## config.mk

```make
export PLATFORM = sky130hd
export DESIGN_NAME = trace_packet_emitter
export DESIGN_NICKNAME = d
export VERILOG_FILES = /design/src/trace_pkg.sv /design/src/trace_packet_emitter.sv
export SDC_FILE = /design/constraint.sdc
export NUM_CORES = 1
export LEC_CHECK = 0
export BUFFER_PORTS_ARGS = -buffer_cell sky130_fd_sc_hd__buf_2
export CELL_PAD_IN_SITES_DETAIL_PLACEMENT = 1
export CELL_PAD_IN_SITES_GLOBAL_PLACEMENT = 1
export CORE_MARGIN = 2
export CORE_UTILIZATION = 40
export DETAILED_ROUTE_END_ITERATION = 7
export PLACE_DENSITY_LB_ADDON = 0.1
export SYNTH_ARGS = -nofsm -noshare
export SYNTH_HDL_FRONTEND = slang
export SYNTH_SLANG_ARGS = --single-unit
export TNS_END_PERCENT = 10
```

## constraint.sdc

```tcl
create_clock -name clk_i -period 2.2 [get_ports clk_i]
set_input_delay 0.44 -clock clk_i [delete_from_list [all_inputs] [get_ports clk_i]]
set_output_delay 0.44 -clock clk_i [all_outputs]
set_load 0.01 [all_outputs]
```

## src/trace_pkg.sv

```systemverilog
package trace_pkg;

    // first field of every packet, it sits in bits 3:0
    typedef enum logic [3:0] {
        PKT_BRANCH_MAP = 4'h1,
        PKT_EXCEPTION  = 4'h2,
        PKT_ADDRESS    = 4'h3
    } packet_format_e;

    // longest packet in bits and the width of a length field that can hold it
    localparam int PACKET_LEN   = 48;
    localparam int PACKET_LEN_W = $clog2(PACKET_LEN + 1);

    // output word and its byte lanes
    localparam int BUS_DATA_WIDTH = 32;
    localparam int BUS_BYTES      = BUS_DATA_WIDTH / 8;

    // branch outcomes collected per branch-map packet and the counter width
    localparam int BRANCH_MAP_LEN = 31;
    localparam int MAP_CNT_W      = $clog2(BRANCH_MAP_LEN + 1);

    localparam int CAUSE_LEN = 5;
    localparam int XLEN      = 32;

    localparam int PACKET_FIFO_DEPTH = 8;
    localparam int FIFO_PTR_W        = $clog2(PACKET_FIFO_DEPTH);

    // bit lengths of the three packet kinds, format field included
    localparam logic [PACKET_LEN_W-1:0] BRANCH_PKT_LEN =
        PACKET_LEN_W'(4 + MAP_CNT_W + BRANCH_MAP_LEN);
    localparam logic [PACKET_LEN_W-1:0] EXC_PKT_LEN =
        PACKET_LEN_W'(4 + CAUSE_LEN + XLEN);
    localparam logic [PACKET_LEN_W-1:0] ADDR_PKT_LEN =
        PACKET_LEN_W'(4 + XLEN);

endpackage

```

## src/trace_packet_emitter.sv

```systemverilog
`timescale 1ns/1ps

module trace_packet_emitter (
    input  logic                               clk_i,
    input  logic                               rst_ni,
    input  logic                               retire_valid_i,
    input  logic [trace_pkg::XLEN-1:0]         retire_addr_i,
    input  logic                               branch_i,
    input  logic                               branch_taken_i,
    input  logic                               exception_i,
    input  logic [trace_pkg::CAUSE_LEN-1:0]    cause_i,
    input  logic                               flush_i,
    input  logic                               flush_confirm_i,
    output logic                               pkt_valid_o,
    output logic [trace_pkg::PACKET_LEN-1:0]   pkt_bits_o,
    output logic [trace_pkg::PACKET_LEN_W-1:0] pkt_len_o,
    output logic                               drain_req_o
);

    // orders events that need two packets so that only one push leaves per cycle
    typedef enum logic [1:0] {
        IDLE,
        EXC_PENDING,
        FLUSH_ADDR,
        DRAINING
    } emit_state_e;

    emit_state_e                          state_q, state_d;
    logic [trace_pkg::BRANCH_MAP_LEN-1:0] map_q, map_d;
    logic [trace_pkg::MAP_CNT_W-1:0]      count_q, count_d;
    logic [trace_pkg::XLEN-1:0]           last_addr_q, last_addr_d;
    logic [trace_pkg::XLEN-1:0]           exc_addr_q, exc_addr_d;
    logic [trace_pkg::CAUSE_LEN-1:0]      cause_q, cause_d;
    logic                                 emit_map, emit_exc, emit_addr;
    logic                                 pkt_valid_q, pkt_valid_d;
    logic [trace_pkg::PACKET_LEN-1:0]     pkt_bits_q, pkt_bits_d;
    logic [trace_pkg::PACKET_LEN_W-1:0]   pkt_len_q, pkt_len_d;

    always_comb begin
        state_d     = state_q;
        map_d       = map_q;
        count_d     = count_q;
        last_addr_d = last_addr_q;
        exc_addr_d  = exc_addr_q;
        cause_d     = cause_q;
        emit_map    = 1'b0;
        emit_exc    = 1'b0;
        emit_addr   = 1'b0;

        unique case (state_q)
            IDLE: begin
                // a flush wins over a retirement in the same cycle
                if (flush_i) begin
                    if (count_q != '0) begin
                        emit_map = 1'b1;
                        state_d  = FLUSH_ADDR;
                    end else begin
                        emit_addr = 1'b1;
                        state_d   = DRAINING;
                    end
                end else if (retire_valid_i) begin
                    last_addr_d = retire_addr_i;
                    if (exception_i) begin
                        cause_d    = cause_i;
                        exc_addr_d = retire_addr_i;
                        // a partial map goes out first and the exception follows
                        if (count_q != '0) begin
                            emit_map = 1'b1;
                            state_d  = EXC_PENDING;
                        end else begin
                            emit_exc = 1'b1;
                        end
                    end else if (branch_i) begin
                        map_d[count_q] = branch_taken_i;
                        count_d        = count_q + 1'b1;
                        emit_map       = (count_d == trace_pkg::BRANCH_MAP_LEN);
                    end
                end
            end
            EXC_PENDING: begin
                emit_exc = 1'b1;
                // the map was just emptied so a flush here only needs the address
                state_d  = flush_i ? FLUSH_ADDR : IDLE;
            end
            FLUSH_ADDR: begin
                emit_addr = 1'b1;
                state_d   = DRAINING;
            end
            DRAINING: begin
                if (flush_confirm_i) begin
                    state_d = IDLE;
                end
            end
            default: state_d = IDLE;
        endcase

        // packet assembly, bits above the packet length stay zero
        pkt_valid_d = emit_map || emit_exc || emit_addr;
        pkt_bits_d  = '0;
        pkt_len_d   = '0;
        if (emit_map) begin
            pkt_bits_d[trace_pkg::BRANCH_PKT_LEN-1:0] =
                {map_d, count_d, trace_pkg::PKT_BRANCH_MAP};
            pkt_len_d = trace_pkg::BRANCH_PKT_LEN;
            map_d     = '0;
            count_d   = '0;
        end else if (emit_exc) begin
            pkt_bits_d[trace_pkg::EXC_PKT_LEN-1:0] =
                {exc_addr_d, cause_d, trace_pkg::PKT_EXCEPTION};
            pkt_len_d = trace_pkg::EXC_PKT_LEN;
        end else if (emit_addr) begin
            pkt_bits_d[trace_pkg::ADDR_PKT_LEN-1:0] = {last_addr_q, trace_pkg::PKT_ADDRESS};
            pkt_len_d = trace_pkg::ADDR_PKT_LEN;
        end
    end

    always_ff @(posedge clk_i or negedge rst_ni) begin
        if (!rst_ni) begin
            state_q     <= IDLE;
            map_q       <= '0;
            count_q     <= '0;
            last_addr_q <= '0;
            pkt_valid_q <= 1'b0;
        end else begin
            state_q     <= state_d;
            map_q       <= map_d;
            count_q     <= count_d;
            last_addr_q <= last_addr_d;
            pkt_valid_q <= pkt_valid_d;
        end
    end

    always_ff @(posedge clk_i) begin
        exc_addr_q <= exc_addr_d;
        cause_q    <= cause_d;
        pkt_bits_q <= pkt_bits_d;
        pkt_len_q  <= pkt_len_d;
    end

    assign pkt_valid_o = pkt_valid_q;
    assign pkt_bits_o  = pkt_bits_q;
    assign pkt_len_o   = pkt_len_q;

    // held back while the address packet is still being pushed
    // so the aligner only sees the request once that packet is visible at the fifo head
    assign drain_req_o = (state_q == DRAINING) && !pkt_valid_q;

    assert property (@(posedge clk_i) disable iff (!rst_ni)
        pkt_valid_o |-> (pkt_len_o <= trace_pkg::PACKET_LEN));

endmodule

```

==> reports/metrics.csv <==
metric;value;unit
DP HPWL;10750;µm
Clock Pin Slew Worst Setup and Hold Paths;60;ps
layout cell share with drive strength beyond 1;33.44;%
Final ANT Viol Nets;0;
core box area;15830;µm²
input/output buffers;89;
power per standard cell area;1305;nW/µm²
post-synthesis register bit count;151;
area leader, netlist;dfrtp_1;
CTS root buf;clkbuf_16;
CP Capture Type;register;
antenna cells;0;
Via density;5.154;
Final nets;676;
commonest non-fill, non-tap cell in the layout;buf_2;
GRT Total Usage;20.51;%
Die Width;130.9;µm
switching share of power;32.01;%
Die Span Y;130.9;µm
Via Count;4412;
global route overflow;0;
Residual DRC;0;
fin cells;856;
status;finished clean;
P_int;6867;µW
Clk Latency, worst-skew pair;430;ps
synthesized area;6441;µm²
achievable frequency;490.0;MHz
final worst-path cycle share;92.77;%
Slew @ Worst Pin;603.2;ps
GP Congestion;0.7704;
Clock Path Buffers;2;
P_leak;0.003738;µW
CP required;2500;ps
drt first pass iters;4;
EDFF count, synth;0;
top_reg_cell synth;dfxtp_1;
Die ar.;17130;µm²
H-Tree Depth;4;
fin. max-slew vios;0;
Mapped Avg Cell Area;11.95;µm²
endpoints failing setup;0;
min cycle time layout;2041;ps
first-pass GRT wire length;26250;µm
CTS Sinks;151;
Initial Util;40.70;%
Mapped Cells;539;
clock power share;29.0;%
DRT iter0 DRCs;206;
Critical Path AT;2340;ps
commonest cells after routing, fill and taps aside;89 x buf_2, 80 x dfxtp_1, 71 x dfrtp_1, 68 x mux2i_1;
number of antenna violations at the first check in global routing;0;
Flop pwr share;40.4;%
Placed Cells;823;
Synth async-reset ratio;47.02;%
min-delay worst type;input port to register;
clk_skew;8.888;ps
TNS Setup;0;ps
Seq/Total Area, Yosys;52.45;%
CP Launch Type;register;
max-cap check violation count;0;
vias in the first global route;4757;
main area contributors after synthesis;dfrtp_1 28%, dfxtp_1 25%, mux2i_1 11%;
kind of critical path;register to register;
I/O pins;101;
RSZ-0062 raised after global routing;no;
Hold Violations, Final;0;
Synth cell types;43;
Synth top area share;27.58;%
max_slew headroom;59.79;%
Routed Wire Length;16510;µm
CTS buffer count;17;
Row Count;46;
Crit Path Max Fanout;3;
net switching power figure;3233;µW
Synthesis Warnings;0;
CTS tree;done;
Wirelength per Cell;19.29;µm
Area Overhead vs Synth;20.18;%
maximum vdd drop;0.0005702;V
pin count of the biggest net entering global routing;60;
power share of the combinational group;30.6;%
==> power groups by stage <==
stage / Combinational (µW) / Sequential (µW) / Clock [µW]
after global placement: 3010 / 4100 / 0
after CTS: 3130 / 4090 / 2990
final: 3090 / 4080 / 2930
after global routing: 3400 / 4190 / 3100
after floorplan: 1910 / 4150 / 0
after detailed placement: 3090 / 4130 / 0
==> worst max-delay path, stage by stage (launching register included) <==
cell and delay [ps]:
dfrtp_1 380, inv_1 90, ha_1 200, or4b_1 530, nor3_1 290, mux2i_1 320
o221ai_2 120
==> cells in the mapped netlist, types with 4 or more instances <==
cell type,count
buf_2,16
buf_4,14
buf_6,6
clkbuf_1,16
dfrtp_1,71
dfxtp_1,80
ha_1,4
inv_1,40
mux2_2,33
mux2i_1,68
nand2_1,9
nand3_1,4
nand3b_1,33
nand4_1,31
nor2_1,40
o221ai_2,31
o22ai_1,4
xor2_1,4
==> path summary, 6_finish.rpt <==
check,startpoint,slack (ps),endpoint,cells after the start
setup / recovery,count_q[0],160,pkt_bits_o[9],6
hold / removal,flush_confirm_i,230,state_q[1],2
setup reg to reg,count_q[0],160,pkt_bits_o[9],6
hold reg to reg,exc_addr_q[29],460,exc_addr_q[29],2
max in group asynchronous,rst_ni,1070,count_q[3],3
min in group asynchronous,rst_ni,470,last_addr_q[27],2
==> area by class of cell <==
| cell class | count | area, µm² |
|---|---|---|
| Clock inverter | 7 | 93.84 |
| Clock buffer | 25 | 496.7 |
| Inverter | 40 | 150.1 |
| Timing Repair Buffer | 116 | 754.5 |
| Sequential cell | 151 | 3378 |
| Fill cell | 1693 | 8087 |
| Tap cell | 216 | 270.3 |
| Multi-Input combinational cell | 301 | 2597 |
==> metal layers <==
metal	part of all wire (%)	vias up	global-route usage (%)
li1	-	2045	-
met1	47	2253	26.99
met2	48	94	33.55
met3	3.6	20	4.560
met4	1.5	0	7.071
met5	0	-	0
==> registers in the layout (all words and copies together) (netlist names), 2 cells and up <==
| signal | flops |
|---|---|
| pkt_bits_o | 39 |
| count_q | 5 |
| pkt_len_o | 4 |
| last_addr_q | 32 |
| map_q | 31 |
| exc_addr_q | 32 |
| cause_q | 5 |
| state_q | 2 |
==> what timing repair did <==
action / 4_1_cts / 5_1_grt
gates resized for setup: 0 / 1
setup buffers: 0 / 0
hold buffers: 1 / 0
endpoints found under the setup margin: 0 / 1
hold endpoints to repair: 12 / 0
==> metrics by stage <==
| step | power [µW] | instance area, µm² | utilization (%) | hold slack [ps] | setup WS, ps |
|---|---|---|---|---|---|
| floorplan | 6057 | 6479 | - | 144.4 | 183.1 |
| finish | 10100 | 7741 | 48.91 | 226.6 | 159.0 |
| global placement | 7105 | 7137 | 45.09 | 390.0 | 116.4 |
| CTS | 10210 | 7737 | 48.89 | 205.1 | 136.6 |
| global route | 10690 | 7741 | 48.91 | 224.3 | 3.763 |
| detailed placement | 7217 | 7137 | 45.09 | 400.4 | 58.43 |
==> kinds of logic (layout without fill, tap and decap cells) <==
kind of cell / after synthesis / after routing / share of synthesized area [%]
AO/OA/AOI/OAI: 44 / 44 / 8.916
XOR/XNOR: 6 / 6 / 0.8158
adder cells (fa/ha/maj): 4 / 4 / 0.7770
buffers and inverters: 97 / 188 / 8.120
flip-flops: 151 / 151 / 52.45
multiplexers: 101 / 101 / 16.34
other: 1 / 11 / 0.05822
AND/OR/NAND/NOR: 135 / 135 / 12.53
No activity file was read; power rests on OpenSTA's default activity.
