<file path="src/trace_pkg.sv">
package trace_pkg;

    // first field of every packet, it sits in bits 3:0
    typedef enum logic [3:0] {
        PKT_BRANCH_MAP = 4'h1,
        PKT_EXCEPTION  = 4'h2,
        PKT_ADDRESS    = 4'h3
    } packet_format_e;

    // longest packet in bits and the width of a length field that can hold it
    localparam int PACKET_LEN   = 48;
    localparam int PACKET_LEN_W = $clog2(PACKET_LEN + 1);

    // output word and its byte lanes
    localparam int BUS_DATA_WIDTH = 32;
    localparam int BUS_BYTES      = BUS_DATA_WIDTH / 8;

    // branch outcomes collected per branch-map packet and the counter width
    localparam int BRANCH_MAP_LEN = 31;
    localparam int MAP_CNT_W      = $clog2(BRANCH_MAP_LEN + 1);

    localparam int CAUSE_LEN = 5;
    localparam int XLEN      = 32;

    localparam int PACKET_FIFO_DEPTH = 8;
    localparam int FIFO_PTR_W        = $clog2(PACKET_FIFO_DEPTH);

    // bit lengths of the three packet kinds, format field included
    localparam logic [PACKET_LEN_W-1:0] BRANCH_PKT_LEN =
        PACKET_LEN_W'(4 + MAP_CNT_W + BRANCH_MAP_LEN);
    localparam logic [PACKET_LEN_W-1:0] EXC_PKT_LEN =
        PACKET_LEN_W'(4 + CAUSE_LEN + XLEN);
    localparam logic [PACKET_LEN_W-1:0] ADDR_PKT_LEN =
        PACKET_LEN_W'(4 + XLEN);

endpackage

</file>
<file path="src/trace_packet_fifo.sv">
`timescale 1ns/1ps

module trace_packet_fifo (
    input  logic                               clk_i,
    input  logic                               rst_ni,
    input  logic                               push_i,
    input  logic [trace_pkg::PACKET_LEN-1:0]   push_bits_i,
    input  logic [trace_pkg::PACKET_LEN_W-1:0] push_len_i,
    input  logic                               pop_i,
    output logic                               head_valid_o,
    output logic [trace_pkg::PACKET_LEN-1:0]   head_bits_o,
    output logic [trace_pkg::PACKET_LEN_W-1:0] head_len_o,
    output logic                               full_o,
    output logic                               overflow_o
);

    logic [trace_pkg::PACKET_LEN-1:0]   bits_mem [trace_pkg::PACKET_FIFO_DEPTH];
    logic [trace_pkg::PACKET_LEN_W-1:0] len_mem  [trace_pkg::PACKET_FIFO_DEPTH];
    logic [trace_pkg::FIFO_PTR_W-1:0]   wr_ptr_q, rd_ptr_q;
    logic [trace_pkg::FIFO_PTR_W:0]     count_q;
    logic                               overflow_q;
    logic                               push_ok, pop_ok;

    assign head_valid_o = (count_q != '0);
    assign full_o       = (count_q == trace_pkg::PACKET_FIFO_DEPTH);
    assign head_bits_o  = bits_mem[rd_ptr_q];
    assign head_len_o   = len_mem[rd_ptr_q];
    assign overflow_o   = overflow_q;

    // a push into a full queue is lost even if a pop happens in the same cycle
    assign push_ok = push_i && !full_o;
    assign pop_ok  = pop_i && head_valid_o;

    always_ff @(posedge clk_i) begin
        if (push_ok) begin
            bits_mem[wr_ptr_q] <= push_bits_i;
            len_mem[wr_ptr_q]  <= push_len_i;
        end
    end

    // the depth is a power of two so the pointers wrap on their own
    always_ff @(posedge clk_i or negedge rst_ni) begin
        if (!rst_ni) begin
            wr_ptr_q   <= '0;
            rd_ptr_q   <= '0;
            count_q    <= '0;
            overflow_q <= 1'b0;
        end else begin
            if (push_ok) begin
                wr_ptr_q <= wr_ptr_q + 1'b1;
            end
            if (pop_ok) begin
                rd_ptr_q <= rd_ptr_q + 1'b1;
            end
            unique case ({push_ok, pop_ok})
                2'b10:   count_q <= count_q + 1'b1;
                2'b01:   count_q <= count_q - 1'b1;
                default: count_q <= count_q;
            endcase
            // sticky until the next reset
            if (push_i && full_o) begin
                overflow_q <= 1'b1;
            end
        end
    end

    assert property (@(posedge clk_i) disable iff (!rst_ni) pop_i |-> head_valid_o);

endmodule

</file>
<file path="config.mk">
export PLATFORM = sky130hd
export DESIGN_NAME = trace_packet_fifo
export DESIGN_NICKNAME = d
export VERILOG_FILES = /design/src/trace_pkg.sv /design/src/trace_packet_fifo.sv
export SDC_FILE = /design/constraint.sdc
export NUM_CORES = 1
export LEC_CHECK = 0
export BUFFER_PORTS_ARGS = -buffer_cell sky130_fd_sc_hd__buf_4
export CAP_MARGIN = 10
export CORE_MARGIN = 10
export CORE_UTILIZATION = 35
export DETAILED_ROUTE_END_ITERATION = 8
export PLACE_DENSITY = 0.54
export SETUP_SLACK_MARGIN = 0.5
export SLEW_MARGIN = 20
export SYNTH_ARGS = -nofsm -noshare
export SYNTH_HDL_FRONTEND = slang
export SYNTH_SLANG_ARGS = --single-unit
export TNS_END_PERCENT = 1
</file>
<file path="constraint.sdc">
create_clock -name clk_i -period 5.6 [get_ports clk_i]
set_input_delay 0.56 -clock clk_i [delete_from_list [all_inputs] [get_ports clk_i]]
set_output_delay 0.56 -clock clk_i [all_outputs]
set_load 0.05 [all_outputs]
</file>
==> run summary, run 1 <==
Outcome -> finished clean
Peak supply drop -> 0.356 mV
Slew margin rel. -> 25.7%
Worst skew pair latency -> 550 ps
CTS HTree Levels -> 2
Slowest cell on crit path -> dfrtp_4
Sequential share of the synthesized area -> 78.6%
Final Max Slew Viols -> 0
Critical path peak fanout -> 63
Max-cap viol count -> 0
Vias in the first global route -> 8192
Iter 0 DRT Violations -> 481
WL final -> 35.7 mm
CTS tree -> built
Synth Area per Inst -> 24.4 µm²
IO Pins -> 115
Gr usage total -> 12.7%
RSZ-0062 raised after global routing -> no
Most frequent cells after synthesis -> 432 x edfxtp_1, 108 x mux4_2, 55 x mux2_2
First-pass GRT wire length -> 53.8 mm
Port bufs -> 114
Wire length per cell -> 23.9 µm
Clock Skew -> 6.98 ps
Post-DP HPWL -> 19.1 mm
Share of post-route cells with drive strength above 1 -> 42.1%
Initial antenna violation count -> 3
Hold Fails Final Rpt -> 0
Final worst slack -> 1920 ps
Tmin final -> 3680 ps
Critical path class -> reg -> out
GRT met3 Usage -> 3.18%
Pre-CTS setup slack -> 2360 ps
Crit path cell chain -> buf_4, mux4_2, mux2_2, buf_4
CP startpoint kind -> register
Row count -> 80
Synth async-reset ratio -> 2.48%
Routed vias -> 7492
Core ar. -> 0.0476 mm²
Met1 global-route usage -> 17.9%
CTS clock-pin slew for the worst setup and hold paths -> 60 ps
Final worst path period share -> 65.7%
DIE WIDTH -> 239 µm
GPL Wtd Cong -> 0.664
P_int -> 0.00776 W
Most used cell, CP -> buf_4
Post-Syn Area -> 0.0168 mm²
Top post-synthesis cells by area -> edfxtp_1 77%, mux4_2 14%, mux2_2 3.7%
Clock Path Buffers -> 3
Top-count cell post-synth -> edfxtp_1
Syn nets -> 755
Largest net degree at the start of global routing -> 64
Layout area overhead -> 19.6%
Remaining global-route overflow -> 0
Drt pass-1 iters -> 4
GRT busiest layer -> met2
Leak -> 6.54 nW
Synth area leader -> edfxtp_1
GR Util met2 -> 19.2%
DRC -> 0
Psw -> 0.00411 W
EDFF count, synth -> 432
Die area -> 0.0573 mm²
Hold/Removal Path Class -> in -> reg
CTS resizes -> 0
ANT nets after route -> 0
Seq pwr share -> 38.6%
WP data arrival -> 3120 ps
Yosys reg bits -> 443
Worst slew pin tran -> 1110 ps
Worst EP required -> 5040 ps
CP top delay family -> flip-flops
Final nets -> 908
Max Clk Rate -> 0.272 GHz
CTS Buf Count -> 47
Critical path's largest stage delay -> 1000 ps
Distinct cells, synth -> 33
Die height -> 239 µm
Post-synth top area share -> 77.0%
Comb power frac -> 35.3%
Final setup TNS -> 0 ps
Starting Density -> 35.4%
Clk pwr share -> 26.0%
YS warnings -> 0
Crit end category -> primary output
Sw frac -> 34.6%
Cells after synthesis -> 691
Clk root buf -> clkbuf_16
PwrDens -> 589 mW/mm²
Setup violations, final -> 0
Vias per inst -> 5.01
Worst path bufs/invs -> 2
Ys flop type -> edfxtp_1
Clock sink count -> 443
## final timing paths
check                                        startpoint                        end  slack (ps)  depth (start not counted)
worst min register to register   overflow_o$_DFFE_PN0P_     overflow_o$_DFFE_PN0P_         470                          1
worst max register to register   count_q[0]$_DFFE_PN0P_     count_q[3]$_DFFE_PN0P_        2600                          7
worst min-delay path                    push_bits_i[43]  bits_mem[4][43]$_DFFE_PP_         240                          1
worst max-delay path            rd_ptr_q[1]$_DFFE_PN0P_            head_bits_o[24]        1920                          4
max in group asynchronous                        rst_ni    rd_ptr_q[0]$_DFFE_PN0P_        5060                          2
min in group asynchronous                        rst_ni     overflow_o$_DFFE_PN0P_         370                          2
## worst reg2reg max path, stage by stage (launching register included)
cell and delay [ps]:
dfrtp_1 440, or4b_1 640, nand2_1 190, ha_1 350
ha_1 350, or4b_2 670, o311ai_0 120, o211ai_1 120
## per-layer routing
metal	vias to the layer above	share of wire, %
met5	-	0.025
met4	2	1.8
met3	54	6.0
met2	188	46
met1	3989	46
li1	3259	-
## power by group through the flow
stage                     Sequential (W)  Combinational [W]  Clock [W]
after CTS                        0.00461            0.00431    0.00318
after global routing             0.00465            0.00446    0.00333
after detailed placement         0.00468            0.00429          0
after floorplan                  0.00438            0.00326          0
after global placement           0.00467            0.00427          0
final                            0.00458            0.00420    0.00309
## through the flow
stage	cells	power (W)	util [%]	area, µm²	hold WS, ps
after detailed placement	1408	0.00897	39.0	18600	406
final	1496	0.0119	42.3	20200	235
after global placement	1406	0.00894	38.9	18500	402
after floorplan	691	0.00763	-	16800	264
after CTS	1493	0.0121	42.2	20100	195
after global routing	1494	0.0124	42.3	20100	206
## cell type report
cell class                      count  area (µm²)
Tap cell                          615         769
Multi-Input combinational cell    211        3470
Timing Repair Buffer              135        1100
Clock inverter                     23         258
Inverter                            6        22.5
Clock buffer                       61        1270
Fill cell                        4152       27500
Antenna cell                        2        5.00
Sequential cell                   443       13300
## cell usage in the layout, fill, tap and decap left out, types with 4 or more instances in the layout
cell	count
mux4_2	108
clkinv_1	11
buf_4	128
ha_1	5
buf_12	5
clkinv_2	5
clkbuf_16	49
xnor2_1	5
bufinv_16	6
nand2_1	4
inv_1	6
mux2_2	55
clkbuf_1	12
nand3_1	5
dfrtp_1	8
nor2_4	6
edfxtp_1	432
## sequential cells by signal (all words and copies together) (netlist names)
| register | flops |
|---|---|
| bits_mem | 384 |
| rd_ptr_q | 3 |
| len_mem | 48 |
| count_q | 4 |
| wr_ptr_q | 3 |
| overflow_o | 1 |
## kinds of logic after synthesis
kind of cell               Yosys count  share of synthesized area [%]
and+or+nand+nor                     26                          0.847
buffers and inverters               37                           1.12
xor gates and xnor gates             6                          0.312
DFF                                443                           78.6
AOI/OAI and AO/OA                    7                          0.297
muxes                              166                           18.3
adders and majority gates            6                          0.490
## what timing repair did
item	in CTS	in global routing
setup endpoints to repair	0	0
hold buffers	1	0
hold endpoints to repair	11	0
buffers inserted	0	0
(Power assumes the default switching activity.)
==> run 2, diff against run 1 <==
==> constraint.sdc (replaced) <==
create_clock -name clk_i -period 3.4 [get_ports clk_i]
set_input_delay 0.34 -clock clk_i [delete_from_list [all_inputs] [get_ports clk_i]]
set_output_delay 0.34 -clock clk_i [all_outputs]
set_load 0.05 [all_outputs]
==> run 2 against run 1 <==
Against the previous run: die area stayed put; sequential cell count stayed put; via count is 3.1% higher; cell count is 4.3% higher; critical path type is now reg -> reg; highest routed layer unchanged.
==> run summary, run 2 (same netlist as run 1, synthesis figures left out) <==
Outcome -> finished clean (unchanged)
Psw -> 0.00699 W (was 0.00411 W)
Clock Skew -> 26.0 ps (was 6.98 ps)
Worst EP required -> 3850 ps (was 5040 ps)
First-pass GRT wire length -> 55.0 mm (was 53.8 mm)
Wire length per cell -> 23.1 µm (was 23.9 µm)
Most common cell after layout, fill and taps aside -> edfxtp_1 (unchanged)
CTS clock-pin slew for the worst setup and hold paths -> 60 ps (about the same)
Met3 Wirelength -> 1.65 mm (was 2.14 mm)
Final nets -> 970 (was 908)
P_int -> 0.0127 W (was 0.00776 W)
CP startpoint kind -> register (unchanged)
PwrDens -> 946 mW/mm² (was 589 mW/mm²)
Die height -> 239 µm (unchanged)
Port bufs -> 114 (unchanged)
Most frequent cells in the layout -> 432 x edfxtp_1, 126 x buf_4, 108 x mux4_2, 56 x dlygate4sd3_1, 55 x mux2_2 (was 432 x edfxtp_1, 128 x buf_4, 108 x mux4_2, 55 x mux2_2, 49 x clkbuf_16)
N_diodes -> 0 (was 2)
Critical path peak fanout -> 9 (was 63)
Clock sink count -> 443 (unchanged)
Seq pwr share -> 36.5% (was 38.6%)
Clk pwr share -> 24.7% (was 26.0%)
Setup violations, final -> 0 (unchanged)
DRC -> 0 (unchanged)
Die area -> 0.0573 mm² (unchanged)
Final Max Slew Viols -> 0 (unchanged)
Critical path class -> reg -> reg (was reg -> out)
Reg area -> 0.0133 mm² (about the same)
Footprint of the multi-input gates -> 0.00349 mm² (was 0.00347 mm²)
WL final -> 36.1 mm (was 35.7 mm)
Vias per inst -> 4.95 (was 5.01)
RSZ-0062 raised after global routing -> yes (was no)
Drt pass-1 iters -> 4 (unchanged)
Row count -> 80 (unchanged)
Largest net degree at the start of global routing -> 55 (was 64)
Max FFs per register -> 384 (unchanged)
CTS HTree Levels -> 2 (unchanged)
Max Clk Rate -> 0.353 GHz
Largest registers -> bits_mem x384, len_mem x48, count_q x4 (unchanged)
Final setup TNS -> 0 ps (unchanged)
Iter 0 DRT Violations -> 482 (was 481)
Fillers -> 4118 (was 4152)
Tmin final -> 2830 ps
WP data arrival -> 3280 ps (was 3120 ps)
Clock Path Buffers -> 3 (unchanged)
Peak supply drop -> 0.806 mV (was 0.356 mV)
WL met2 -> 16.9 mm (was 16.4 mm)
Finished Layout Cells -> 1561 (was 1496)
CTS tree -> built (unchanged)
Worst skew pair latency -> 590 ps (was 550 ps)
Hold/Removal Path Class -> in -> reg (unchanged)
Sw frac -> 35.5% (was 34.6%)
Inst Count DP -> 1409 (was 1408)
Vias in the first global route -> 8588 (was 8192)
Top layer in use -> met5 (unchanged)
CTS Buf Count -> 48 (was 47)
Core ar. -> 0.0476 mm² (unchanged)
Hold Fails Final Rpt -> 0 (unchanged)
Worst slew pin tran -> 972 ps (was 1110 ps)
DIE WIDTH -> 239 µm (unchanged)
Post-DP HPWL -> 19.1 mm (about the same)
Leak -> 6.81 nW (was 6.54 nW)
Remaining global-route overflow -> 0 (unchanged)
Clk root buf -> clkbuf_16 (unchanged)
Comb power frac -> 38.8% (was 35.3%)
Starting Density -> 35.4% (unchanged)
GPL Wtd Cong -> 0.656 (was 0.664)
Share of post-route cells with drive strength above 1 -> 40.2% (was 42.1%)
IO Pins -> 115 (unchanged)
Crit end category -> register (was primary output)
Layout area overhead -> 23.5% (was 19.6%)
Met1 WL -> 16.7 mm (was 16.5 mm)
Gr usage total -> 12.8% (was 12.7%)
Initial antenna violation count -> 4 (was 3)
Slew margin rel. -> 35.1% (was 25.7%)
Routed vias -> 7726 (was 7492)
Most flop-heavy register -> bits_mem (unchanged)
Final worst path period share -> 83.2%
Max-cap viol count -> 0 (unchanged)
ANT nets after route -> 0 (unchanged)
run 2: changes by cell type in the layout (fill, tap and decap cells not counted), sizes merged:
cell | previous run | this run
diode | 2 | 0
inv | 7 | 9
clkbuf | 61 | 64
dlygate4sd3 | 1 | 56
buf | 134 | 140
bufinv | 6 | 2
clkinv | 16 | 20
clkinvlp | 0 | 1
run 2: cell type report:
class	count	area share, %
inverter	6	0.108
clock buffer	64	6.06
multi-input combinational	211	16.8
tap	615	3.70
clock inverter	26	0.986
sequential	443	63.7
timing repair buffer	196	8.63
run 2: power groups by stage:
stage	Clock [W]	Combinational [W]	Sequential (W)
after detailed placement	0	0.00751	0.00740
after CTS	0.00501	0.00775	0.00722
after global placement	0	0.00750	0.00737
after global routing	0.00523	0.00813	0.00725
final	0.00487	0.00764	0.00718
after floorplan	0	0.00537	0.00720
run 2: worst paths after layout:
path | start | endpoint | slack, ps | depth (start not counted)
worst min-delay path | pop_i | rd_ptr_q[2]$_DFFE_PN0P_ | 70 | 3
worst min register to register | overflow_o$_DFFE_PN0P_ | overflow_o$_DFFE_PN0P_ | 460 | 1
min in group asynchronous | rst_ni | overflow_o$_DFFE_PN0P_ | 140 | 2
worst max register to register | count_q[0]$_DFFE_PN0P_ | count_q[3]$_DFFE_PN0P_ | 570 | 7
worst max-delay path | count_q[0]$_DFFE_PN0P_ | count_q[3]$_DFFE_PN0P_ | 570 | 7
max in group asynchronous | rst_ni | rd_ptr_q[0]$_DFFE_PN0P_ | 3090 | 2
run 2: metal layers:
| layer | up-vias | GRT usage, % |
|---|---|---|
| li1 | 3390 | - |
| met3 | 65 | 3.05 |
| met5 | - | 0 |
| met2 | 134 | 20.0 |
| met1 | 4129 | 17.4 |
| met4 | 8 | 4.01 |
run 2: critical path, stage by stage, from the launching register on:
cell and delay, ps:
dfrtp_1 440, or4b_1 610, nand2_1 220, ha_4 220, ha_1 290, or4b_2 680
o311ai_0 130, o211ai_1 120
run 2: timing repair:
item / in CTS / in global routing
pin swaps: 0 / 0
gates resized for setup: 2 / 4
endpoints found under the setup margin: 52 / 29
endpoints found under the hold margin: 444 / 0
hold buffers: 56 / 0
buffers inserted: 4 / 1
run 2: per-stage QoR:
| step | power (W) | instance area (µm²) | hold WS, ps | util, % | setup WS (ps) |
|---|---|---|---|---|---|
| finish | 0.0197 | 20800 | 68.2 | 43.7 | 570 |
| global route | 0.0206 | 20800 | 65.8 | 43.7 | 456 |
| CTS | 0.0200 | 20700 | 23.0 | 43.5 | 429 |
| detailed placement | 0.0149 | 18700 | 191 | 39.2 | 446 |
| global placement | 0.0149 | 18700 | 188 | 39.2 | 526 |
| floorplan | 0.0126 | 16900 | 44.4 | - | -137 |
